`config.mk`:
```
export PLATFORM = sky130hd
export DESIGN_NAME = batch_stream_top
export DESIGN_NICKNAME = d
export VERILOG_FILES = /design/src/stream_beat_pkg.sv /design/src/stream_ctrl_pkg.sv /design/src/batch_stream_top.sv /design/src/credit_sender.sv /design/src/moderating_fifo.sv /design/src/sample_tagger.sv
export VERILOG_INCLUDE_DIRS = /design/src
export SDC_FILE = /design/constraint.sdc
export NUM_CORES = 1
export LEC_CHECK = 0
export BUFFER_PORTS_ARGS = -buffer_cell sky130_fd_sc_hd__buf_4
export CAP_MARGIN = 5
export CORE_MARGIN = 1.5
export CORE_UTILIZATION = 63
export DETAILED_ROUTE_END_ITERATION = 16
export PLACE_DENSITY = 0.85
export SYNTH_ARGS = -nofsm -noshare
export SYNTH_HDL_FRONTEND = slang
export SYNTH_SLANG_ARGS = --single-unit
export TNS_END_PERCENT = 50
```
`constraint.sdc`:
```
create_clock -name clock -period 6.6 [get_ports clock]
set_clock_uncertainty 0.05 [all_clocks]
set_input_delay 0.66 -clock clock [delete_from_list [all_inputs] [get_ports clock]]
set_output_delay 0.66 -clock clock [all_outputs]
set_load 0.02 [all_outputs]
```
`src/batch_stream_defines.svh`:
```
// Sizing macros shared by the whole batch stream path.
// Include this header in any package or module that needs a width,
// a depth or a credit pool size. BATCH_LEN must not exceed FIFO_DEPTH.
`ifndef BATCH_STREAM_DEFINES_SVH
`define BATCH_STREAM_DEFINES_SVH

// Width of one converter sample
`define DATA_W 16
// Width of the destination channel number
`define DEST_W 4
// Width of the running sequence number carried in the user field
`define USER_W 16

// Slots in the moderating FIFO, also the tagger's starting credit
`define FIFO_DEPTH 16
// Beats released per batch
`define BATCH_LEN 8
// Accepted samples per packet, sets the period of the last flag
`define PACKET_LEN 4

// Credits granted by the sink after reset
`define SINK_CREDITS 4
// Entries in the sender buffer, the FIFO's starting credit toward it
`define SENDER_SLOTS 2

`endif

```
`src/stream_beat_pkg.sv`:
```
// Types of the fields that make up one beat of the stream.
// Every link in the path carries these three vectors next to its
// valid and last bits, so all modules share them from here.
`include "batch_stream_defines.svh"

package stream_beat_pkg;

    // Raw converter sample as it travels through the path
    typedef logic [`DATA_W-1:0] sample_t;

    // Destination channel stamped by the tagger
    typedef logic [`DEST_W-1:0] dest_t;

    // Sequence number held in the user field
    // It wraps silently once it runs past its width
    typedef logic [`USER_W-1:0] seq_t;

endpackage

```
`src/stream_ctrl_pkg.sv`:
```
// Control types of the batch stream path: the FIFO phase, the counters
// and the addresses of the internal buffers.
`include "batch_stream_defines.svh"

package stream_ctrl_pkg;

    // Largest credit pool on any link in the path
    localparam int CREDIT_MAX =
        (`FIFO_DEPTH > `SINK_CREDITS) ?
        ((`FIFO_DEPTH > `SENDER_SLOTS) ? `FIFO_DEPTH : `SENDER_SLOTS) :
        ((`SINK_CREDITS > `SENDER_SLOTS) ? `SINK_CREDITS : `SENDER_SLOTS);

    // The FIFO either gathers beats or drains one batch
    typedef enum logic {
        phase_collect,
        phase_release
    } fifo_phase_e;

    typedef logic [$clog2(`FIFO_DEPTH+1)-1:0] fill_count_t;
    typedef logic [$clog2(`FIFO_DEPTH)-1:0]   fifo_addr_t;
    typedef logic [$clog2(`SENDER_SLOTS)-1:0] slot_addr_t;
    typedef logic [$clog2(`PACKET_LEN)-1:0]   packet_pos_t;
    typedef logic [$clog2(CREDIT_MAX+1)-1:0]  credit_count_t;
    typedef logic [15:0]                      drop_count_t;

endpackage

```
`src/batch_stream_top.sv`:
```
// Top level of the batch stream path: tagger, moderating FIFO and
// credit sender in a chain. The converter input has no flow control;
// the sink link uses credits granted through out_credit.
`timescale 1ns/1ps

module batch_stream_top (
    input  logic                         clock,
    input  logic                         rst_n,
    input  logic                         sample_valid,
    input  stream_beat_pkg::sample_t     sample,
    input  stream_beat_pkg::dest_t       channel,
    output logic                         out_valid,
    output stream_beat_pkg::sample_t     out_data,
    output stream_beat_pkg::dest_t       out_dest,
    output stream_beat_pkg::seq_t        out_user,
    output logic                         out_last,
    input  logic                         out_credit,
    output stream_ctrl_pkg::drop_count_t drop_count
);
    import stream_beat_pkg::*;

    // Tagger to FIFO link
    logic    tag_valid;
    sample_t tag_data;
    dest_t   tag_dest;
    seq_t    tag_user;
    logic    tag_last;
    logic    tag_credit;

    // FIFO to sender link
    logic    rel_valid;
    sample_t rel_data;
    dest_t   rel_dest;
    seq_t    rel_user;
    logic    rel_last;
    logic    rel_credit;

    sample_tagger u_tagger (
        .clock(clock), .rst_n(rst_n),
        .sample_valid(sample_valid), .sample(sample), .channel(channel),
        .tag_credit(tag_credit), .tag_valid(tag_valid), .tag_data(tag_data),
        .tag_dest(tag_dest), .tag_user(tag_user), .tag_last(tag_last),
        .drop_count(drop_count)
    );

    moderating_fifo u_fifo (
        .clock(clock), .rst_n(rst_n),
        .tag_valid(tag_valid), .tag_data(tag_data), .tag_dest(tag_dest),
        .tag_user(tag_user), .tag_last(tag_last), .tag_credit(tag_credit),
        .rel_valid(rel_valid), .rel_data(rel_data), .rel_dest(rel_dest),
        .rel_user(rel_user), .rel_last(rel_last), .rel_credit(rel_credit)
    );

    credit_sender u_sender (
        .clock(clock), .rst_n(rst_n),
        .rel_valid(rel_valid), .rel_data(rel_data), .rel_dest(rel_dest),
        .rel_user(rel_user), .rel_last(rel_last), .rel_credit(rel_credit),
        .out_valid(out_valid), .out_data(out_data), .out_dest(out_dest),
        .out_user(out_user), .out_last(out_last), .out_credit(out_credit)
    );

endmodule

```
`src/credit_sender.sv`:
```
// Output stage of the batch stream path.
// A small buffer of SENDER_SLOTS entries takes every beat from the FIFO and
// forwards the oldest one to the sink whenever a sink credit is held. With
// an empty buffer a beat goes straight through to the output register.
// Each beat sent out returns one credit to the FIFO.
`timescale 1ns/1ps
`include "batch_stream_defines.svh"

module credit_sender (
    input  logic                     clock,
    input  logic                     rst_n,
    input  logic                     rel_valid,
    input  stream_beat_pkg::sample_t rel_data,
    input  stream_beat_pkg::dest_t   rel_dest,
    input  stream_beat_pkg::seq_t    rel_user,
    input  logic                     rel_last,
    output logic                     rel_credit,
    output logic                     out_valid,
    output stream_beat_pkg::sample_t out_data,
    output stream_beat_pkg::dest_t   out_dest,
    output stream_beat_pkg::seq_t    out_user,
    output logic                     out_last,
    input  logic                     out_credit
);
    import stream_beat_pkg::*;
    import stream_ctrl_pkg::*;

    sample_t data_buf [`SENDER_SLOTS];
    dest_t   dest_buf [`SENDER_SLOTS];
    seq_t    user_buf [`SENDER_SLOTS];
    logic    last_buf [`SENDER_SLOTS];

    slot_addr_t    wr_slot;
    slot_addr_t    rd_slot;
    // Beats waiting in the buffer
    credit_count_t slot_count;
    // Credits granted by the sink and not yet spent
    credit_count_t sink_credits;
    logic          buf_empty;
    logic          send;
    logic          bypass;
    logic          store;
    logic          pop;

    function automatic slot_addr_t next_slot(input slot_addr_t slot);
        if (slot == slot_addr_t'(`SENDER_SLOTS - 1)) begin
            return '0;
        end
        return slot + slot_addr_t'(1);
    endfunction

    assign buf_empty = (slot_count == '0);
    assign send      = (sink_credits != '0) && (!buf_empty || rel_valid);
    // The incoming beat skips the buffer only when nothing older waits
    assign bypass    = send && buf_empty;
    assign store     = rel_valid && !bypass;
    assign pop       = send && !buf_empty;

    always_ff @(posedge clock or negedge rst_n) begin
        if (!rst_n) begin
            wr_slot      <= '0;
            rd_slot      <= '0;
            slot_count   <= '0;
            sink_credits <= credit_count_t'(`SINK_CREDITS);
            out_valid    <= 1'b0;
            rel_credit   <= 1'b0;
        end else begin
            out_valid    <= send;
            rel_credit   <= send;
            sink_credits <= sink_credits + credit_count_t'(out_credit) - credit_count_t'(send);
            slot_count   <= slot_count + credit_count_t'(store) - credit_count_t'(pop);
            if (store) begin
                wr_slot <= next_slot(wr_slot);
            end
            if (pop) begin
                rd_slot <= next_slot(rd_slot);
            end
        end
    end

    always_ff @(posedge clock) begin
        if (store) begin
            data_buf[wr_slot] <= rel_data;
            dest_buf[wr_slot] <= rel_dest;
            user_buf[wr_slot] <= rel_user;
            last_buf[wr_slot] <= rel_last;
        end
    end

    // Output beat register
    always_ff @(posedge clock) begin
        if (bypass) begin
            out_data <= rel_data;
            out_dest <= rel_dest;
            out_user <= rel_user;
            out_last <= rel_last;
        end else if (pop) begin
            out_data <= data_buf[rd_slot];
            out_dest <= dest_buf[rd_slot];
            out_user <= user_buf[rd_slot];
            out_last <= last_buf[rd_slot];
        end
    end

endmodule

```
`src/moderating_fifo.sv`:
```
// Moderating FIFO between the tagger and the credit sender.
// Beats are stored in arrival order and held back until BATCH_LEN of them
// are present. Then exactly BATCH_LEN beats are released, one per cycle
// while sender credit lasts, before the FIFO goes back to collecting.
// Every released beat returns one credit to the tagger.
`timescale 1ns/1ps
`include "batch_stream_defines.svh"

module moderating_fifo (
    input  logic                     clock,
    input  logic                     rst_n,
    input  logic                     tag_valid,
    input  stream_beat_pkg::sample_t tag_data,
    input  stream_beat_pkg::dest_t   tag_dest,
    input  stream_beat_pkg::seq_t    tag_user,
    input  logic                     tag_last,
    output logic                     tag_credit,
    output logic                     rel_valid,
    output stream_beat_pkg::sample_t rel_data,
    output stream_beat_pkg::dest_t   rel_dest,
    output stream_beat_pkg::seq_t    rel_user,
    output logic                     rel_last,
    input  logic                     rel_credit
);
    import stream_beat_pkg::*;
    import stream_ctrl_pkg::*;

    fifo_phase_e   phase;
    // Beats currently stored
    fill_count_t   fill_count;
    // Beats already released in the current batch
    fill_count_t   sent_count;
    fifo_addr_t    wr_ptr;
    fifo_addr_t    rd_ptr;
    // Credits held toward the sender buffer
    credit_count_t send_credits;
    logic          send;
    logic          batch_done;

    sample_t data_mem [`FIFO_DEPTH];
    dest_t   dest_mem [`FIFO_DEPTH];
    seq_t    user_mem [`FIFO_DEPTH];
    logic    last_mem [`FIFO_DEPTH];

    // Pointer step with an explicit wrap, so any depth works
    function automatic fifo_addr_t next_addr(input fifo_addr_t addr);
        if (addr == fifo_addr_t'(`FIFO_DEPTH - 1)) begin
            return '0;
        end
        return addr + fifo_addr_t'(1);
    endfunction

    // A beat leaves only in release and only with sender credit in hand
    assign send       = (phase == phase_release) && (send_credits != '0);
    assign batch_done = send && (sent_count == fill_count_t'(`BATCH_LEN - 1));

    always_ff @(posedge clock or negedge rst_n) begin
        if (!rst_n) begin
            phase        <= phase_collect;
            fill_count   <= '0;
            sent_count   <= '0;
            wr_ptr       <= '0;
            rd_ptr       <= '0;
            send_credits <= credit_count_t'(`SENDER_SLOTS);
            rel_valid    <= 1'b0;
            tag_credit   <= 1'b0;
        end else begin
            rel_valid    <= send;
            // The freed slot goes back to the tagger as a credit
            tag_credit   <= send;
            send_credits <= send_credits + credit_count_t'(rel_credit)
                            - credit_count_t'(send);
            // Writes are taken in both phases
            fill_count   <= fill_count + fill_count_t'(tag_valid) - fill_count_t'(send);
            if (tag_valid) begin
                wr_ptr <= next_addr(wr_ptr);
            end
            if (send) begin
                rd_ptr <= next_addr(rd_ptr);
            end
            case (phase)
                phase_collect: begin
                    if (fill_count >= fill_count_t'(`BATCH_LEN)) begin
                        phase <= phase_release;
                    end
                end
                phase_release: begin
                    // Without sender credit the batch simply pauses here
                    if (batch_done) begin
                        sent_count <= '0;
                        phase      <= phase_collect;
                    end else if (send) begin
                        sent_count <= sent_count + fill_count_t'(1);
                    end
                end
                default: begin
                    phase <= phase_collect;
                end
            endcase
        end
    end

    // Storage for all four beat fields
    always_ff @(posedge clock) begin
        if (tag_valid) begin
            data_mem[wr_ptr] <= tag_data;
            dest_mem[wr_ptr] <= tag_dest;
            user_mem[wr_ptr] <= tag_user;
            last_mem[wr_ptr] <= tag_last;
        end
    end

    // Registered release beat, read from the oldest slot
    always_ff @(posedge clock) begin
        if (send) begin
            rel_data <= data_mem[rd_ptr];
            rel_dest <= dest_mem[rd_ptr];
            rel_user <= user_mem[rd_ptr];
            rel_last <= last_mem[rd_ptr];
        end
    end

endmodule

```
`src/sample_tagger.sv`:
```
// Entry stage of the batch stream path.
// Stamps each converter sample with its channel, a sequence number and a
// packet end flag, and spends one FIFO credit per beat. The converter has
// no flow control, so a sample that finds no credit is dropped and counted.
`timescale 1ns/1ps
`include "batch_stream_defines.svh"

module sample_tagger (
    input  logic                         clock,
    input  logic                         rst_n,
    input  logic                         sample_valid,
    input  stream_beat_pkg::sample_t     sample,
    input  stream_beat_pkg::dest_t       channel,
    input  logic                         tag_credit,
    output logic                         tag_valid,
    output stream_beat_pkg::sample_t     tag_data,
    output stream_beat_pkg::dest_t       tag_dest,
    output stream_beat_pkg::seq_t        tag_user,
    output logic                         tag_last,
    output stream_ctrl_pkg::drop_count_t drop_count
);
    import stream_beat_pkg::*;
    import stream_ctrl_pkg::*;

    // Credits still available toward the FIFO
    credit_count_t credits;
    // Number that the next accepted sample takes
    seq_t          seq;
    // Position of the next accepted sample within its packet
    packet_pos_t   packet_pos;
    logic          credit_held;
    logic          accept;
    logic          packet_end;

    // A credit pulse arriving with a sample is counted first
    assign credit_held = (credits != '0) || tag_credit;
    assign accept      = sample_valid && credit_held;
    assign packet_end  = (packet_pos == packet_pos_t'(`PACKET_LEN - 1));

    always_ff @(posedge clock or negedge rst_n) begin
        if (!rst_n) begin
            credits    <= credit_count_t'(`FIFO_DEPTH);
            seq        <= '0;
            packet_pos <= '0;
            tag_valid  <= 1'b0;
            drop_count <= '0;
        end else begin
            // One credit comes back per pulse and one leaves per beat
            credits   <= credits + credit_count_t'(tag_credit) - credit_count_t'(accept);
            tag_valid <= accept;
            if (accept) begin
                seq <= seq + seq_t'(1);
                if (packet_end) begin
                    packet_pos <= '0;
                end else begin
                    packet_pos <= packet_pos + packet_pos_t'(1);
                end
            end
            // Dropped samples take no number, the counter holds at its top
            if (sample_valid && !accept && (drop_count != '1)) begin
                drop_count <= drop_count + drop_count_t'(1);
            end
        end
    end

    // Beat fields, loaded only for accepted samples
    always_ff @(posedge clock) begin
        if (accept) begin
            tag_data <= sample;
            tag_dest <= channel;
            tag_user <= seq;
            tag_last <= packet_end;
        end
    end

endmodule

```
==> flow_summary.yaml <==
power:
  pwr-share-comb_pct: 8.7
  peakVddDrop_uv: 213
  p_per_area_mw_per_mm2: 346
  p_seq_share_pct: 54.2
  cellLeakagePower_nw: 12.3
  clockPowerShare_pct: 37.1
  p_int_mw: 9.57
  sw_frac_of_total_pct: 24.7
  p_sw_mw: 3.13
route:
  drtAntennaViolNets: 0
  finalWirelength_microns: 77700
  firstDrtPassIters: 5
  drt_iter0_drc: 2491
  num_vias: 16700
  drt-wirelength-per-cell_microns: 31.3
  viasPerCell: 6.74
  drc: 0
timing:
  period_needed_ps: 3660
  relSlewSlack_pct: 19.9
  finalMaxSlewViolations: 0
  finalHoldViolations: 0
  fmax_mhz: 273
  setup_viol: 0
  grt_setup_unrepaired: "no"
  worst_pin_slew_ps: 1200
  fin_crit_sh_pct: 55.4
  tns_ps: 0
critical_path:
  setup.worst_path.end_class: "flop"
  path_cells: "inv_1 -> ha_1 -> nor4b_2 -> nor2_1 -> nand2_2 -> buf_4 -> nand2_1 -> inv_1 -> ha_1 -> inv_1 -> fa_1 -> inv_1 -> a21oi_1 -> nor2_1 -> nor2_1 -> xnor2_1"
  reg2reg_depth: 16
  startpoint_type: "flop"
  rrSetupSlack_ps: 2940
  critPathMostFrequentCell: "inv_1"
  cp.required_ps: 7040
  r2r_start: "u_sender.sink_credits[3]$_DFF_PN0_"
  rr_endpoint: "u_sender.slot_count[4]$_DFF_PN0_"
  crit_type: "flop to flop"
  cp_max_fo: 76
  max_stage_delay_ps: 570
  critPathSlowestCell: "buf_4"
  worstPathArrival_ps: 4100
grt:
  grt_max_degree: 110
  grt_pass1_wl_microns: 114000
  grtUsageTotal_pct: 30.1
  first_global_vias: 17300
  overflow: 0
  antenna_found_initial: 5
floorplanning:
  initial_core_util_pct: 63.5
  die_w_microns: 230
  fp.dieH_microns: 230
  rows: 83
  io_pins: 78
  coreArea_sq_mm: 0.0512
  die_area_sq_mm: 0.0530
synthesis:
  avgSynthCellArea_sq_um: 20.2
  ys_types: 44
  yosysSeqAreaShare_pct: 77.8
  synth_top_area_cell: "edfxtp_1"
  synth_edf_count: 777
  async_flop_share_pct: 9.12
  synth_area_leaders: "edfxtp_1 72%, mux4_2 10%, dfrtp_1 5.8%"
  yosysMostFrequentCell: "edfxtp_1"
  synth_ff_type: "edfxtp_1"
  yosys-top-cells-count: "777 x edfxtp_1, 148 x mux4_2, 79 x nand2_1"
  synth_top_area_share_pct: 71.7
  yosysWarnings: 0
  synth-seq-cells: 855
  syn_inst: 1607
  synth_area_sq_mm: 0.0325
  syn_nets: 1676
cts:
  cts_tree: "yes"
  cts_inserted_buffers: 82
  cts_resized: 0
  clk_pin_slew_ps: 60
  cts_root_buf: "clkbuf_16"
  cts_sinks: 855
  clock_path_buffers: 3
  htreeDepth: 3
  clock_latency_ps: 630
  post-cts-setup-buffers: 0
  cts_hold_buf: 0
finish:
  drive_gt1_share_pct: 23.3
  diodes: 0
  utilization_pct: 71.7
  area_delta_synth_final_pct: 12.9
  finish.net_count: 1800
  design_area_sq_mm: 0.0367
hold_path:
  whs_path_depth: 1
  hold_end: "u_tagger.tag_data[5]$_DFFE_PP_"
  worstHoldPathType: "primary input to flop"
  min_from: "sample[5]"
placed_design:
  placed_cell_area_sq_mm: 0.0340
  dp_hpwl_microns: 36300
  port_buffers: 77
  gp_congestion: 0.789
status:
  outcome: "completed"
run:
  maxCapViolCount: 0
-- cells in the final DEF (no fill, tap or decap), types with 11 or more instances in the layout --
| master | count |
|---|---|
| xnor2_1 | 36 |
| clkbuf_1 | 15 |
| nor2_1 | 58 |
| nand4_1 | 11 |
| clkinv_2 | 21 |
| mux2i_1 | 37 |
| a21oi_1 | 51 |
| clkbuf_16 | 84 |
| dfrtp_1 | 72 |
| edfxtp_1 | 777 |
| xor2_1 | 20 |
| nor2_4 | 16 |
| nand2_1 | 78 |
| ha_1 | 40 |
| clkinv_1 | 13 |
| inv_1 | 46 |
| buf_4 | 102 |
| mux4_2 | 148 |
| a22oi_1 | 74 |
-- power groups by stage --
| stage | sequential, mW | clock [mW] | combinational [mW] |
|---|---|---|---|
| 2_1_floorplan | 6.83 | 0 | 0.646 |
| 3_3_place_gp | 6.87 | 0 | 0.984 |
| 3_5_place_dp | 6.94 | 0 | 1.05 |
| 4_1_cts | 6.87 | 4.74 | 1.10 |
| 5_1_grt | 6.91 | 4.93 | 1.18 |
| 6_report | 6.88 | 4.71 | 1.11 |
-- registers in the layout, indices dropped and copies added, names as in the netlist, 5 cells and up --
| register | cells |
|---|---|
| u_fifo.data_mem | 256 |
| u_fifo.dest_mem | 64 |
| u_fifo.fill_count | 5 |
| u_fifo.last_mem | 16 |
| u_fifo.rel_data | 16 |
| u_fifo.rel_user | 16 |
| u_fifo.send_credits | 5 |
| u_fifo.sent_count | 5 |
| u_fifo.user_mem | 256 |
| u_sender.data_buf | 32 |
| u_sender.dest_buf | 8 |
| u_sender.out_data | 16 |
| u_sender.out_user | 16 |
| u_sender.sink_credits | 5 |
| u_sender.slot_count | 5 |
| u_sender.user_buf | 32 |
| u_tagger.credits | 5 |
| u_tagger.drop_count | 16 |
| u_tagger.seq | 16 |
| u_tagger.tag_data | 16 |
| u_tagger.tag_user | 16 |
-- stage by stage --
step | power [mW] | setup WS [ps] | hold WS [ps] | instances
2_1_floorplan | 7.48 | 2760 | 314 | 1607
4_1_cts | 12.7 | 2930 | 127 | 2479
6_report | 12.7 | 2940 | 151 | 2479
3_5_place_dp | 7.98 | 3050 | 412 | 2327
3_3_place_gp | 7.85 | 3200 | 405 | 2327
5_1_grt | 13.0 | 2670 | 145 | 2479
-- cells by family (layout without fill, tap and decap cells) --
| family | Yosys count | count (layout) | synth area share (%) |
|---|---|---|---|
| DFF | 855 | 855 | 77.8 |
| and+or+nand+nor | 206 | 206 | 2.92 |
| muxes | 186 | 186 | 11.4 |
| AOI/OAI and AO/OA | 147 | 147 | 3.06 |
| buffers and inverters | 112 | 304 | 1.49 |
| xor gates and xnor gates | 56 | 56 | 1.51 |
| adders and majority gates | 45 | 45 | 1.85 |
-- worst max-delay path by stage --
| stage | start | endpoint | slack (ps) |
|---|---|---|---|
| global route | u_sender.sink_credits[3]$_DFF_PN0_ | u_sender.slot_count[4]$_DFF_PN0_ | 2670 |
| floorplan | u_tagger.tag_valid$_DFF_PN0_ | u_fifo.data_mem[0][0]$_DFFE_PP_ | 2760 |
| CTS | u_sender.sink_credits[3]$_DFF_PN0_ | u_sender.slot_count[4]$_DFF_PN0_ | 2930 |
| finish | u_sender.sink_credits[3]$_DFF_PN0_ | u_sender.slot_count[4]$_DFF_PN0_ | 2940 |
| detailed placement | u_sender.sink_credits[3]$_DFF_PN0_ | u_sender.slot_count[4]$_DFF_PN0_ | 3050 |
| global placement | u_sender.sink_credits[3]$_DFF_PN0_ | u_sender.slot_count[4]$_DFF_PN0_ | 3200 |
-- cell type report --
class                      count  area [sq um]
timing repair buffer         104           806
sequential                   855         25300
clock buffer                 103          2210
multi-input combinational    640          6910
inverter                      48           180
tap                          680           851
fill                        2685         14500
clock inverter                49           449
-- critical path, delay by kind of cell, from the launching register on --
kind	cells	cell delay, ps
simple gates	6	1130
buf+inv	5	960
compound gates	1	80
xor+xnor	1	130
flops	1	400
fa+ha+maj	3	770
-- per-layer routing --
| layer | part of all wire [%] | track usage [%] | wire [microns] |
|---|---|---|---|
| met2 | 51 | 49.9 | 39400 |
| met1 | 35 | 38.8 | 26800 |
| met4 | 5.2 | 15.3 | 4050 |
| met3 | 9.5 | 5.36 | 7350 |
| met5 | 0.036 | 0 | 28 |
(Power assumes the default switching activity.)
